$ cat config.mk
export PLATFORM = sky130hd
export DESIGN_NAME = montgomery_mult
export DESIGN_NICKNAME = d
export VERILOG_FILES = /design/src/hw/mont_pkg.sv /design/src/hw/chunked_adder.sv /design/src/hw/multiple_table.sv /design/src/hw/mont_datapath.sv /design/src/hw/mont_controller.sv /design/src/hw/montgomery_mult.sv
export SDC_FILE = /design/constraint.sdc
export NUM_CORES = 2
export LEC_CHECK = 0
export ABC_AREA = 1
export BUFFER_PORTS_ARGS = -buffer_cell sky130_fd_sc_hd__buf_2
export CAP_MARGIN = 20
export CORE_ASPECT_RATIO = 0.6
export CORE_MARGIN = 5
export CORE_UTILIZATION = 40
export CTS_CLUSTER_SIZE = 16
export DETAILED_ROUTE_END_ITERATION = 10
export PLACE_DENSITY_LB_ADDON = 0.15
export SLEW_MARGIN = 10
export SYNTH_ARGS = -nofsm -noshare
export SYNTH_HDL_FRONTEND = slang
export SYNTH_SLANG_ARGS = --single-unit
$ cat constraint.sdc
create_clock -name clk -period 21.3 [get_ports clk]
set_input_delay 3.195 -clock clk [delete_from_list [all_inputs] [get_ports clk]]
set_output_delay 3.195 -clock clk [all_outputs]
set_load 0.02 [all_outputs]
$ cat src/hw/mont_pkg.sv
package mont_pkg;

    // operand geometry
    localparam int OPERAND_WIDTH = 128;
    localparam int DIGIT_BITS = 2;
    localparam int NUM_DIGITS = OPERAND_WIDTH / DIGIT_BITS;

    // accumulator holds up to 3M plus carry and sign headroom
    localparam int ACC_WIDTH = OPERAND_WIDTH + 4;

    // adder works on one slice per cycle, ACC_WIDTH is an exact multiple
    localparam int ADD_CHUNK_WIDTH = 33;
    localparam int ADD_CHUNKS = ACC_WIDTH / ADD_CHUNK_WIDTH;
    localparam int ADD_IDX_WIDTH = $clog2(ADD_CHUNKS);

    // counts 0 .. NUM_DIGITS
    localparam int ITER_COUNT_WIDTH = $clog2(NUM_DIGITS + 1);

    // second adder operand taken from the multiple table
    typedef enum logic [2:0] {
        SEL_ZERO,
        SEL_B1,
        SEL_B2,
        SEL_B3,
        SEL_M1,
        SEL_M2,
        SEL_M3
    } multiple_sel_e;

    // datapath operation requested by the controller
    typedef enum logic [3:0] {
        OP_IDLE,
        OP_LOAD,
        OP_PRE_B3,
        OP_PRE_M3,
        OP_ADD_DIGIT,
        OP_ADD_QUOT,
        OP_SHIFT,
        OP_SUB_M,
        OP_FINISH
    } dp_op_e;

    typedef enum logic [2:0] {
        ST_IDLE,
        ST_PRE_B,
        ST_PRE_M,
        ST_DIGIT,
        ST_QUOT,
        ST_SHIFT,
        ST_REDUCE,
        ST_DONE
    } mont_state_e;

endpackage

$ cat src/hw/chunked_adder.sv
module chunked_adder (
    input  logic                           clk,
    input  logic                           resetn,
    input  logic                           start,
    input  logic                           subtract,
    input  logic [mont_pkg::ACC_WIDTH-1:0] op_a,
    input  logic [mont_pkg::ACC_WIDTH-1:0] op_b,
    output logic [mont_pkg::ACC_WIDTH-1:0] sum,
    output logic                           done
);
    import mont_pkg::*;

    logic [ACC_WIDTH-1:0]       a_q;
    logic [ACC_WIDTH-1:0]       b_q;
    logic [ACC_WIDTH-1:0]       b_eff;
    logic                       carry_q;
    logic                       busy;
    logic [ADD_IDX_WIDTH-1:0]   chunk_idx;
    logic [ADD_CHUNK_WIDTH-1:0] slice_a;
    logic [ADD_CHUNK_WIDTH-1:0] slice_b;
    logic                       carry_in;
    logic [ADD_CHUNK_WIDTH:0]   slice_sum;

    // two's complement subtract, invert here and force carry-in
    assign b_eff = subtract ? ~op_b : op_b;

    // chunk 0 comes straight from the ports in the start cycle
    assign slice_a = start ? op_a[ADD_CHUNK_WIDTH-1:0] : a_q[ADD_CHUNK_WIDTH-1:0];
    assign slice_b = start ? b_eff[ADD_CHUNK_WIDTH-1:0] : b_q[ADD_CHUNK_WIDTH-1:0];
    assign carry_in = start ? subtract : carry_q;
    assign slice_sum = {1'b0, slice_a} + {1'b0, slice_b} + {{ADD_CHUNK_WIDTH{1'b0}}, carry_in};

    // operands shift down one slice per cycle, sum fills in from the top
    always_ff @(posedge clk) begin
        if (start) begin
            a_q <= op_a >> ADD_CHUNK_WIDTH;
            b_q <= b_eff >> ADD_CHUNK_WIDTH;
        end else if (busy) begin
            a_q <= a_q >> ADD_CHUNK_WIDTH;
            b_q <= b_q >> ADD_CHUNK_WIDTH;
        end
        if (start || busy) begin
            carry_q <= slice_sum[ADD_CHUNK_WIDTH];
            sum <= {slice_sum[ADD_CHUNK_WIDTH-1:0], sum[ACC_WIDTH-1:ADD_CHUNK_WIDTH]};
        end
    end

    always_ff @(posedge clk) begin
        if (!resetn) begin
            busy <= 1'b0;
            chunk_idx <= '0;
            done <= 1'b0;
        end else begin
            done <= 1'b0;
            if (start) begin
                busy <= 1'b1;
                chunk_idx <= ADD_IDX_WIDTH'(1);
            end else if (busy) begin
                chunk_idx <= chunk_idx + 1'b1;
                // last slice written on this edge
                if (chunk_idx == ADD_IDX_WIDTH'(ADD_CHUNKS - 1)) begin
                    busy <= 1'b0;
                    done <= 1'b1;
                end
            end
        end
    end

    a_no_start_while_busy: assert property (
        @(posedge clk) disable iff (!resetn) start |-> !busy
    );

endmodule

$ cat src/hw/multiple_table.sv
module multiple_table (
    input  logic                               clk,
    input  logic                               resetn,
    input  logic                               load_base,
    input  logic                               load_b3,
    input  logic                               load_m3,
    input  logic [mont_pkg::OPERAND_WIDTH-1:0] b_in,
    input  logic [mont_pkg::OPERAND_WIDTH-1:0] m_in,
    input  logic [mont_pkg::ACC_WIDTH-1:0]     sum_in,
    input  mont_pkg::multiple_sel_e            sel,
    output logic [mont_pkg::ACC_WIDTH-1:0]     multiple,
    output logic [1:0]                         m_low
);
    import mont_pkg::*;

    logic [ACC_WIDTH-1:0] b_ext;
    logic [ACC_WIDTH-1:0] m_ext;
    logic [ACC_WIDTH-1:0] b1_q;
    logic [ACC_WIDTH-1:0] b2_q;
    logic [ACC_WIDTH-1:0] b3_q;
    logic [ACC_WIDTH-1:0] m1_q;
    logic [ACC_WIDTH-1:0] m2_q;
    logic [ACC_WIDTH-1:0] m3_q;

    assign b_ext = {{(ACC_WIDTH - OPERAND_WIDTH){1'b0}}, b_in};
    assign m_ext = {{(ACC_WIDTH - OPERAND_WIDTH){1'b0}}, m_in};

    always_ff @(posedge clk) begin
        // doubles are a plain shift
        if (load_base) begin
            b1_q <= b_ext;
            b2_q <= b_ext << 1;
            m1_q <= m_ext;
            m2_q <= m_ext << 1;
        end
        // triples come back from the shared adder
        if (load_b3) begin
            b3_q <= sum_in;
        end
        if (load_m3) begin
            m3_q <= sum_in;
        end
    end

    always_comb begin
        case (sel)
            SEL_B1:  multiple = b1_q;
            SEL_B2:  multiple = b2_q;
            SEL_B3:  multiple = b3_q;
            SEL_M1:  multiple = m1_q;
            SEL_M2:  multiple = m2_q;
            SEL_M3:  multiple = m3_q;
            default: multiple = '0;
        endcase
    end

    // quotient digit selection needs M mod 4
    assign m_low = m1_q[1:0];

    a_sel_legal: assert property (
        @(posedge clk) disable iff (!resetn)
        sel inside {SEL_ZERO, SEL_B1, SEL_B2, SEL_B3, SEL_M1, SEL_M2, SEL_M3}
    );

endmodule

$ cat src/hw/mont_datapath.sv
module mont_datapath (
    input  logic                               clk,
    input  logic                               resetn,
    input  mont_pkg::dp_op_e                   op,
    input  logic                               add_start,
    input  logic [mont_pkg::OPERAND_WIDTH-1:0] a,
    input  logic [mont_pkg::OPERAND_WIDTH-1:0] b,
    input  logic [mont_pkg::OPERAND_WIDTH-1:0] m,
    output logic                               add_done,
    output logic                               sub_negative,
    output logic [mont_pkg::OPERAND_WIDTH-1:0] result
);
    import mont_pkg::*;

    logic [ACC_WIDTH-1:0]     acc;
    logic [OPERAND_WIDTH-1:0] a_reg;
    logic [DIGIT_BITS-1:0]    digit;
    logic [DIGIT_BITS-1:0]    acc_low;
    logic [DIGIT_BITS-1:0]    quot;
    logic [1:0]               m_low;
    multiple_sel_e            sel;
    logic [ACC_WIDTH-1:0]     multiple;
    logic [ACC_WIDTH-1:0]     adder_a;
    logic [ACC_WIDTH-1:0]     adder_b;
    logic [ACC_WIDTH-1:0]     sum;
    logic                     subtract;
    logic                     precompute;
    logic                     load_base;
    logic                     load_b3;
    logic                     load_m3;

    assign digit = a_reg[DIGIT_BITS-1:0];
    assign acc_low = acc[DIGIT_BITS-1:0];

    // q makes acc + q*M divisible by 4, M is odd
    always_comb begin
        if (acc_low[0] && (acc_low == m_low)) begin
            quot = 2'd3;
        end else if (acc_low == 2'd2) begin
            quot = 2'd2;
        end else if (acc_low[0]) begin
            quot = 2'd1;
        end else begin
            quot = 2'd0;
        end
    end

    always_comb begin
        case (op)
            OP_PRE_B3:    sel = SEL_B1;
            OP_PRE_M3:    sel = SEL_M1;
            OP_ADD_DIGIT: sel = (digit == 2'd3) ? SEL_B3 :
                                (digit == 2'd2) ? SEL_B2 :
                                (digit == 2'd1) ? SEL_B1 : SEL_ZERO;
            OP_ADD_QUOT:  sel = (quot == 2'd3) ? SEL_M3 :
                                (quot == 2'd2) ? SEL_M2 :
                                (quot == 2'd1) ? SEL_M1 : SEL_ZERO;
            OP_SUB_M:     sel = SEL_M1;
            default:      sel = SEL_ZERO;
        endcase
    end

    // precompute forms X + 2X from one table entry
    assign precompute = (op == OP_PRE_B3) || (op == OP_PRE_M3);
    assign adder_a = precompute ? multiple : acc;
    assign adder_b = precompute ? (multiple << 1) : multiple;
    assign subtract = (op == OP_SUB_M);

    assign load_base = (op == OP_LOAD);
    assign load_b3 = (op == OP_PRE_B3) && add_done;
    assign load_m3 = (op == OP_PRE_M3) && add_done;

    always_ff @(posedge clk) begin
        case (op)
            OP_LOAD: begin
                acc <= '0;
                a_reg <= a;
            end
            OP_ADD_DIGIT, OP_ADD_QUOT: begin
                if (add_done) begin
                    acc <= sum;
                end
            end
            OP_SHIFT: begin
                acc <= acc >> DIGIT_BITS;
                a_reg <= a_reg >> DIGIT_BITS;
            end
            OP_SUB_M: begin
                if (add_done) begin
                    sub_negative <= sum[ACC_WIDTH-1];
                end
            end
            // adder still holds acc - M here
            OP_FINISH: begin
                result <= sub_negative ? acc[OPERAND_WIDTH-1:0] : sum[OPERAND_WIDTH-1:0];
            end
            default: begin
            end
        endcase
    end

    chunked_adder u_adder (
        .clk      (clk),
        .resetn   (resetn),
        .start    (add_start),
        .subtract (subtract),
        .op_a     (adder_a),
        .op_b     (adder_b),
        .sum      (sum),
        .done     (add_done)
    );

    multiple_table u_table (
        .clk       (clk),
        .resetn    (resetn),
        .load_base (load_base),
        .load_b3   (load_b3),
        .load_m3   (load_m3),
        .b_in      (b),
        .m_in      (m),
        .sum_in    (sum),
        .sel       (sel),
        .multiple  (multiple),
        .m_low     (m_low)
    );

endmodule

$ cat src/hw/mont_controller.sv
module mont_controller (
    input  logic             clk,
    input  logic             resetn,
    input  logic             start,
    input  logic             add_done,
    input  logic             sub_negative,
    output mont_pkg::dp_op_e op,
    output logic             add_start,
    output logic             done
);
    import mont_pkg::*;

    mont_state_e                 state;
    mont_state_e                 state_next;
    logic [ITER_COUNT_WIDTH-1:0] iter_cnt;
    logic                        step_busy;
    logic                        add_state;
    logic                        last_digit;

    // states that run one adder step each
    assign add_state = (state == ST_PRE_B) || (state == ST_PRE_M) || (state == ST_DIGIT) ||
                       (state == ST_QUOT) || (state == ST_REDUCE);

    // one strobe on the first cycle of each adder step
    assign add_start = add_state && !step_busy;

    assign last_digit = (iter_cnt == ITER_COUNT_WIDTH'(NUM_DIGITS - 1));

    always_comb begin
        state_next = state;
        case (state)
            ST_IDLE: begin
                if (start) begin
                    state_next = ST_PRE_B;
                end
            end
            ST_PRE_B: begin
                if (add_done) begin
                    state_next = ST_PRE_M;
                end
            end
            ST_PRE_M: begin
                if (add_done) begin
                    state_next = ST_DIGIT;
                end
            end
            ST_DIGIT: begin
                if (add_done) begin
                    state_next = ST_QUOT;
                end
            end
            ST_QUOT: begin
                if (add_done) begin
                    state_next = ST_SHIFT;
                end
            end
            ST_SHIFT: begin
                state_next = last_digit ? ST_REDUCE : ST_DIGIT;
            end
            ST_REDUCE: begin
                if (add_done) begin
                    state_next = ST_DONE;
                end
            end
            ST_DONE: begin
                state_next = ST_IDLE;
            end
            default: begin
                state_next = ST_IDLE;
            end
        endcase
    end

    // operands are sampled in the start cycle itself
    always_comb begin
        case (state)
            ST_IDLE:   op = start ? OP_LOAD : OP_IDLE;
            ST_PRE_B:  op = OP_PRE_B3;
            ST_PRE_M:  op = OP_PRE_M3;
            ST_DIGIT:  op = OP_ADD_DIGIT;
            ST_QUOT:   op = OP_ADD_QUOT;
            ST_SHIFT:  op = OP_SHIFT;
            ST_REDUCE: op = OP_SUB_M;
            ST_DONE:   op = OP_FINISH;
            default:   op = OP_IDLE;
        endcase
    end

    always_ff @(posedge clk) begin
        if (!resetn) begin
            state <= ST_IDLE;
            iter_cnt <= '0;
            step_busy <= 1'b0;
            done <= 1'b0;
        end else begin
            state <= state_next;
            // result is written at the end of ST_DONE, so done follows it
            done <= (state == ST_DONE);
            if (add_start) begin
                step_busy <= 1'b1;
            end else if (add_done) begin
                step_busy <= 1'b0;
            end
            if ((state == ST_IDLE) && start) begin
                iter_cnt <= '0;
            end else if (state == ST_SHIFT) begin
                iter_cnt <= iter_cnt + 1'b1;
            end
        end
    end

    a_done_single_cycle: assert property (
        @(posedge clk) disable iff (!resetn) done |=> !done
    );

    a_iter_in_range: assert property (
        @(posedge clk) disable iff (!resetn) iter_cnt <= ITER_COUNT_WIDTH'(NUM_DIGITS)
    );

    // datapath must have captured the sign before the finish step uses it
    a_sign_known: assert property (
        @(posedge clk) disable iff (!resetn) (state == ST_DONE) |-> !$isunknown(sub_negative)
    );

endmodule

$ cat src/hw/montgomery_mult.sv
module montgomery_mult (
    input  logic                               clk,
    input  logic                               resetn,
    input  logic                               start,
    input  logic [mont_pkg::OPERAND_WIDTH-1:0] a,
    input  logic [mont_pkg::OPERAND_WIDTH-1:0] b,
    input  logic [mont_pkg::OPERAND_WIDTH-1:0] m,
    output logic [mont_pkg::OPERAND_WIDTH-1:0] result,
    output logic                               done
);
    import mont_pkg::*;

    dp_op_e op;
    logic   add_start;
    logic   add_done;
    logic   sub_negative;

    // sequencing of precompute, digit loop and reduction
    mont_controller u_ctrl (
        .clk          (clk),
        .resetn       (resetn),
        .start        (start),
        .add_done     (add_done),
        .sub_negative (sub_negative),
        .op           (op),
        .add_start    (add_start),
        .done         (done)
    );

    // accumulator, multiples and the shared adder
    mont_datapath u_dp (
        .clk          (clk),
        .resetn       (resetn),
        .op           (op),
        .add_start    (add_start),
        .a            (a),
        .b            (b),
        .m            (m),
        .add_done     (add_done),
        .sub_negative (sub_negative),
        .result       (result)
    );

endmodule

==> Flow_metrics.wiki <==
{| class="wikitable"
! Metric !! Value
|-
| Mean instance size in the synthesized netlist || 10.4 sq um
|-
| Max-cap check violation count || 0
|-
| Critical Path Sink Type || flip-flop
|-
| Mapped Cells || 5523
|-
| Synthesized Nets || about 5900
|-
| Final wirelength || 212000 um
|-
| Max clock buf depth || 3
|-
| Max-Slew Margin vs Limit || approximately 19%
|-
| First-pass GRT wire length || 300000 um
|-
| Die Wd || 499 um
|-
| Final Hold Fails || 0
|-
| Post-CTS setup buffer count || 0
|-
| Post-route antenna net violation count || 0
|-
| Detailed Routing Iterations Pass 1 || 6
|-
| Worst clock skew on the final layout || 35.1 ps
|-
| Core Box Area || about 0.14 sq mm
|-
| Vias per inst || 5.68
|-
| Proportion of layout cells with a drive suffix above 1 || 14.0%
|-
| Number of distinct standard cells referenced by the synthesized netlist || 43
|-
| Area occupied by multi-input gates || 0.0173 sq mm
|-
| Io pins || ~520
|-
| Reg area || 0.0376 sq mm
|-
| Least-Margin Pin Slew || approximately 1200 ps
|-
| Number of port buffers || 515
|-
| Count of state elements after synthesis || ~1300
|-
| Synth warn || 0
|-
| Pins Over Slew Limit || 0
|-
| Floorplan die height || 303 um
|-
| Static Leak || 26.1 nW
|-
| Clock-pin slew reported for the worst setup and hold paths after clock tree synthesis || 70 ps
|-
| Hold WC Path Type || flip-flop to flip-flop
|-
| Total half-perimeter wirelength after legalization and detailed placement || 147000 um
|-
| Overall global routing resource usage || 27.3%
|-
| Status || finished, final reports clean
|-
| Cts bufs inserted || 130
|-
| Setup CP Type || flip-flop to flip-flop
|-
| Total vias in the final route || approximately 45000
|-
| Fraction of the yosys area taken by sequential cells || 65.5%
|-
| Most common library cell in the layout ignoring fill and taps || sky130_fd_sc_hd__nand2_1
|-
| CTS tree || done
|-
| Pin count of the biggest net entering global routing || ~160
|-
| Initial core utilization || 40.3%
|-
| Total Power Consumption || 0.00815 W
|-
| CTS Hold Bufs || 0
|-
| Delay of the slowest critical-path stage || 1230 ps
|-
| Number of H-tree levels || 4
|-
| Maximum fanout along the worst path || 65
|-
| Site row count || 107
|-
| Layout-stage area growth over the synthesis result || 14.8%
|-
| Wire length per cell || 26.9 um
|-
| Shortest period the worst path allows || about 6600 ps
|-
| Last weighted congestion value of the routability-driven placer || 0.903
|-
| Critical Path Source Type || flip-flop
|-
| Clock Sink Count || 1256
|-
| Fillers || 13386
|-
| Vias in the first global route || 40982
|-
| RSZ-0062 raised after global routing || no
|-
| Root buffer cell || sky130_fd_sc_hd__clkbuf_16
|-
| Power density relative to cell area || between 100 and 150 mW/mm^2
|-
| Area of the mapped netlist || about 0.057 sq mm
|-
| Worst skew pair latency || 780 ps
|-
| Maximum vdd drop || 0.0776 mV
|-
| DIE AREA || 0.151 sq mm
|-
| Initial antenna violation count || 18
|-
| Final setup violation count || 0
|-
| Cell at the slowest stage of the critical path || sky130_fd_sc_hd__nor2_4
|-
| Critical path data required time || 21880 ps
|-
| Arrival time worst endpoint || roughly 7100 ps
|-
| Final cycle utilization of the critical path || 30.8%
|-
| Post-detailed-route DRC marker count || 0
|-
| List of cells traversed by the critical path || buf_4 > inv_2 > nand3_2 > nand3_4 > nor2_4 > buf_4 > nand3_1 > nand3_1 > nor2_1 > nand2_1 > nand3_1 > nand2_1 > nor2_1 > ha_1 > nand2_1 > nor2_1 > inv_1 > nor2_1 > nand4_1 > nand2_1 > xor2_1
|-
| Nets || between 6000 and 7000
|-
| Leading cell types in the layout, fill and taps excluded || 1795 x sky130_fd_sc_hd__nand2_1, 1240 x sky130_fd_sc_hd__edfxtp_1, 515 x sky130_fd_sc_hd__buf_2, 355 x sky130_fd_sc_hd__nand3_1, 301 x sky130_fd_sc_hd__inv_1
|-
| Number of gates given a new drive strength after cts || 0
|-
| Top achievable clock speed || 153 MHz
|-
| Overall overflow remaining after global route || 0
|-
| Iter 0 DRT Violations || ~6000
|-
| Total negative slack || 0 ps
|}
-- Yosys cell counts (all sizes together) --
master | n | area (sq um)
nand4 | 289 | 1810
inv | 311 | 1170
nand2 | 1799 | 6760
clkbuf | 195 | 732
xnor2 | 4 | 35.0
o211ai | 36 | 270
nor3 | 15 | 85.1
nor2 | 221 | 852
nand3 | 357 | 1790
o21ai | 389 | 1950
fa | 2 | 40.0
nand3b | 66 | 495
a2bb2oi | 67 | 587
xor2 | 25 | 219
o21bai | 5 | 37.5
dfxtp | 16 | 320
or2 | 33 | 206
a22oi | 1 | 7.51
o22ai | 60 | 375
mux2i | 1 | 10.0
o21a | 1 | 7.51
nor3b | 2 | 15.0
ha | 34 | 425
a21o | 6 | 45.0
edfxtp | 1240 | 37200
a21oi | 147 | 739
nor4 | 2 | 12.5
buf | 158 | 746
a22o | 32 | 280
a21boi | 4 | 30.0
a31oi | 5 | 31.3
-- routing by layer --
metal | part of all wire (%) | GRT usage (%) | routed length [um] | vias up
li1 | - | - | - | 20125
met1 | 46 | 43.6 | 98300 | 22007
met2 | 39 | 36.2 | 83600 | 2485
met3 | 13 | 8.09 | 27100 | 212
met4 | 1.5 | 5.19 | 3230 | 4
met5 | 0.012 | 0 | 26 | -
-- kinds of logic after synthesis --
group	count (synthesis)	synth area share [%]
compound gates	753	7.60
buf+inv	664	4.61
fa+ha+maj	36	0.812
xor+xnor	29	0.443
flops	1256	65.5
simple gates	2784	21.0
mux	1	0.0175
-- final timing paths --
| path | endpoint | slack (ps) | start | cells after the start |
|---|---|---|---|---|
| worst min-delay path | u_dp.u_table.m3_q[11] | 480 | u_dp.u_adder.sum[11] | 0 |
| worst max-delay path | u_dp.u_adder.sum[126] | 14750 | u_ctrl.state[1] | 21 |
| worst min register to register | u_dp.u_table.m3_q[11] | 480 | u_dp.u_adder.sum[11] | 0 |
| worst max register to register | u_dp.u_adder.sum[126] | 14750 | u_ctrl.state[1] | 21 |
-- stage by stage --
stage / area [sq um] / hold WS [ps] / util [%] / std cells / setup slack [ps]
after floorplan: 57300 / 445 / - / 5523 / 11130
after global placement: 61500 / 458 / 43.3 / 7658 / 14170
after detailed placement: 61500 / 469 / 43.3 / 7659 / 14140
after CTS: 65800 / 473 / 46.3 / 7885 / 14940
after global routing: 65800 / 493 / 46.3 / 7887 / 14480
final: 65800 / 477 / 46.3 / 7893 / 14750
-- cell type report --
cell class                 instances  area share, %
clock inverter                    75           1.24
multi-input combinational       3603           26.2
timing repair buffer             582           4.76
inverter                         311           1.82
tap                             1907           3.63
sequential                      1256           57.1
antenna                            8         0.0304
clock buffer                     151           5.19
-- worst max-delay path: cells and delay by family, from the launching register on --
kind / cells / cell delay, ps
adder cells (fa/ha/maj): 1 / 500
XOR/XNOR: 1 / 240
buffers and inverters: 4 / 1430
flip-flops: 1 / 300
AND/OR/NAND/NOR: 15 / 3700
-- where the power goes --
| group | switching, W | internal [W] |
|---|---|---|
| sequential | 0.000468 | 0.00337 |
| clock | 0.00100 | 0.00133 |
| combinational | 0.00143 | 0.000535 |
(Power assumes the default switching activity.)
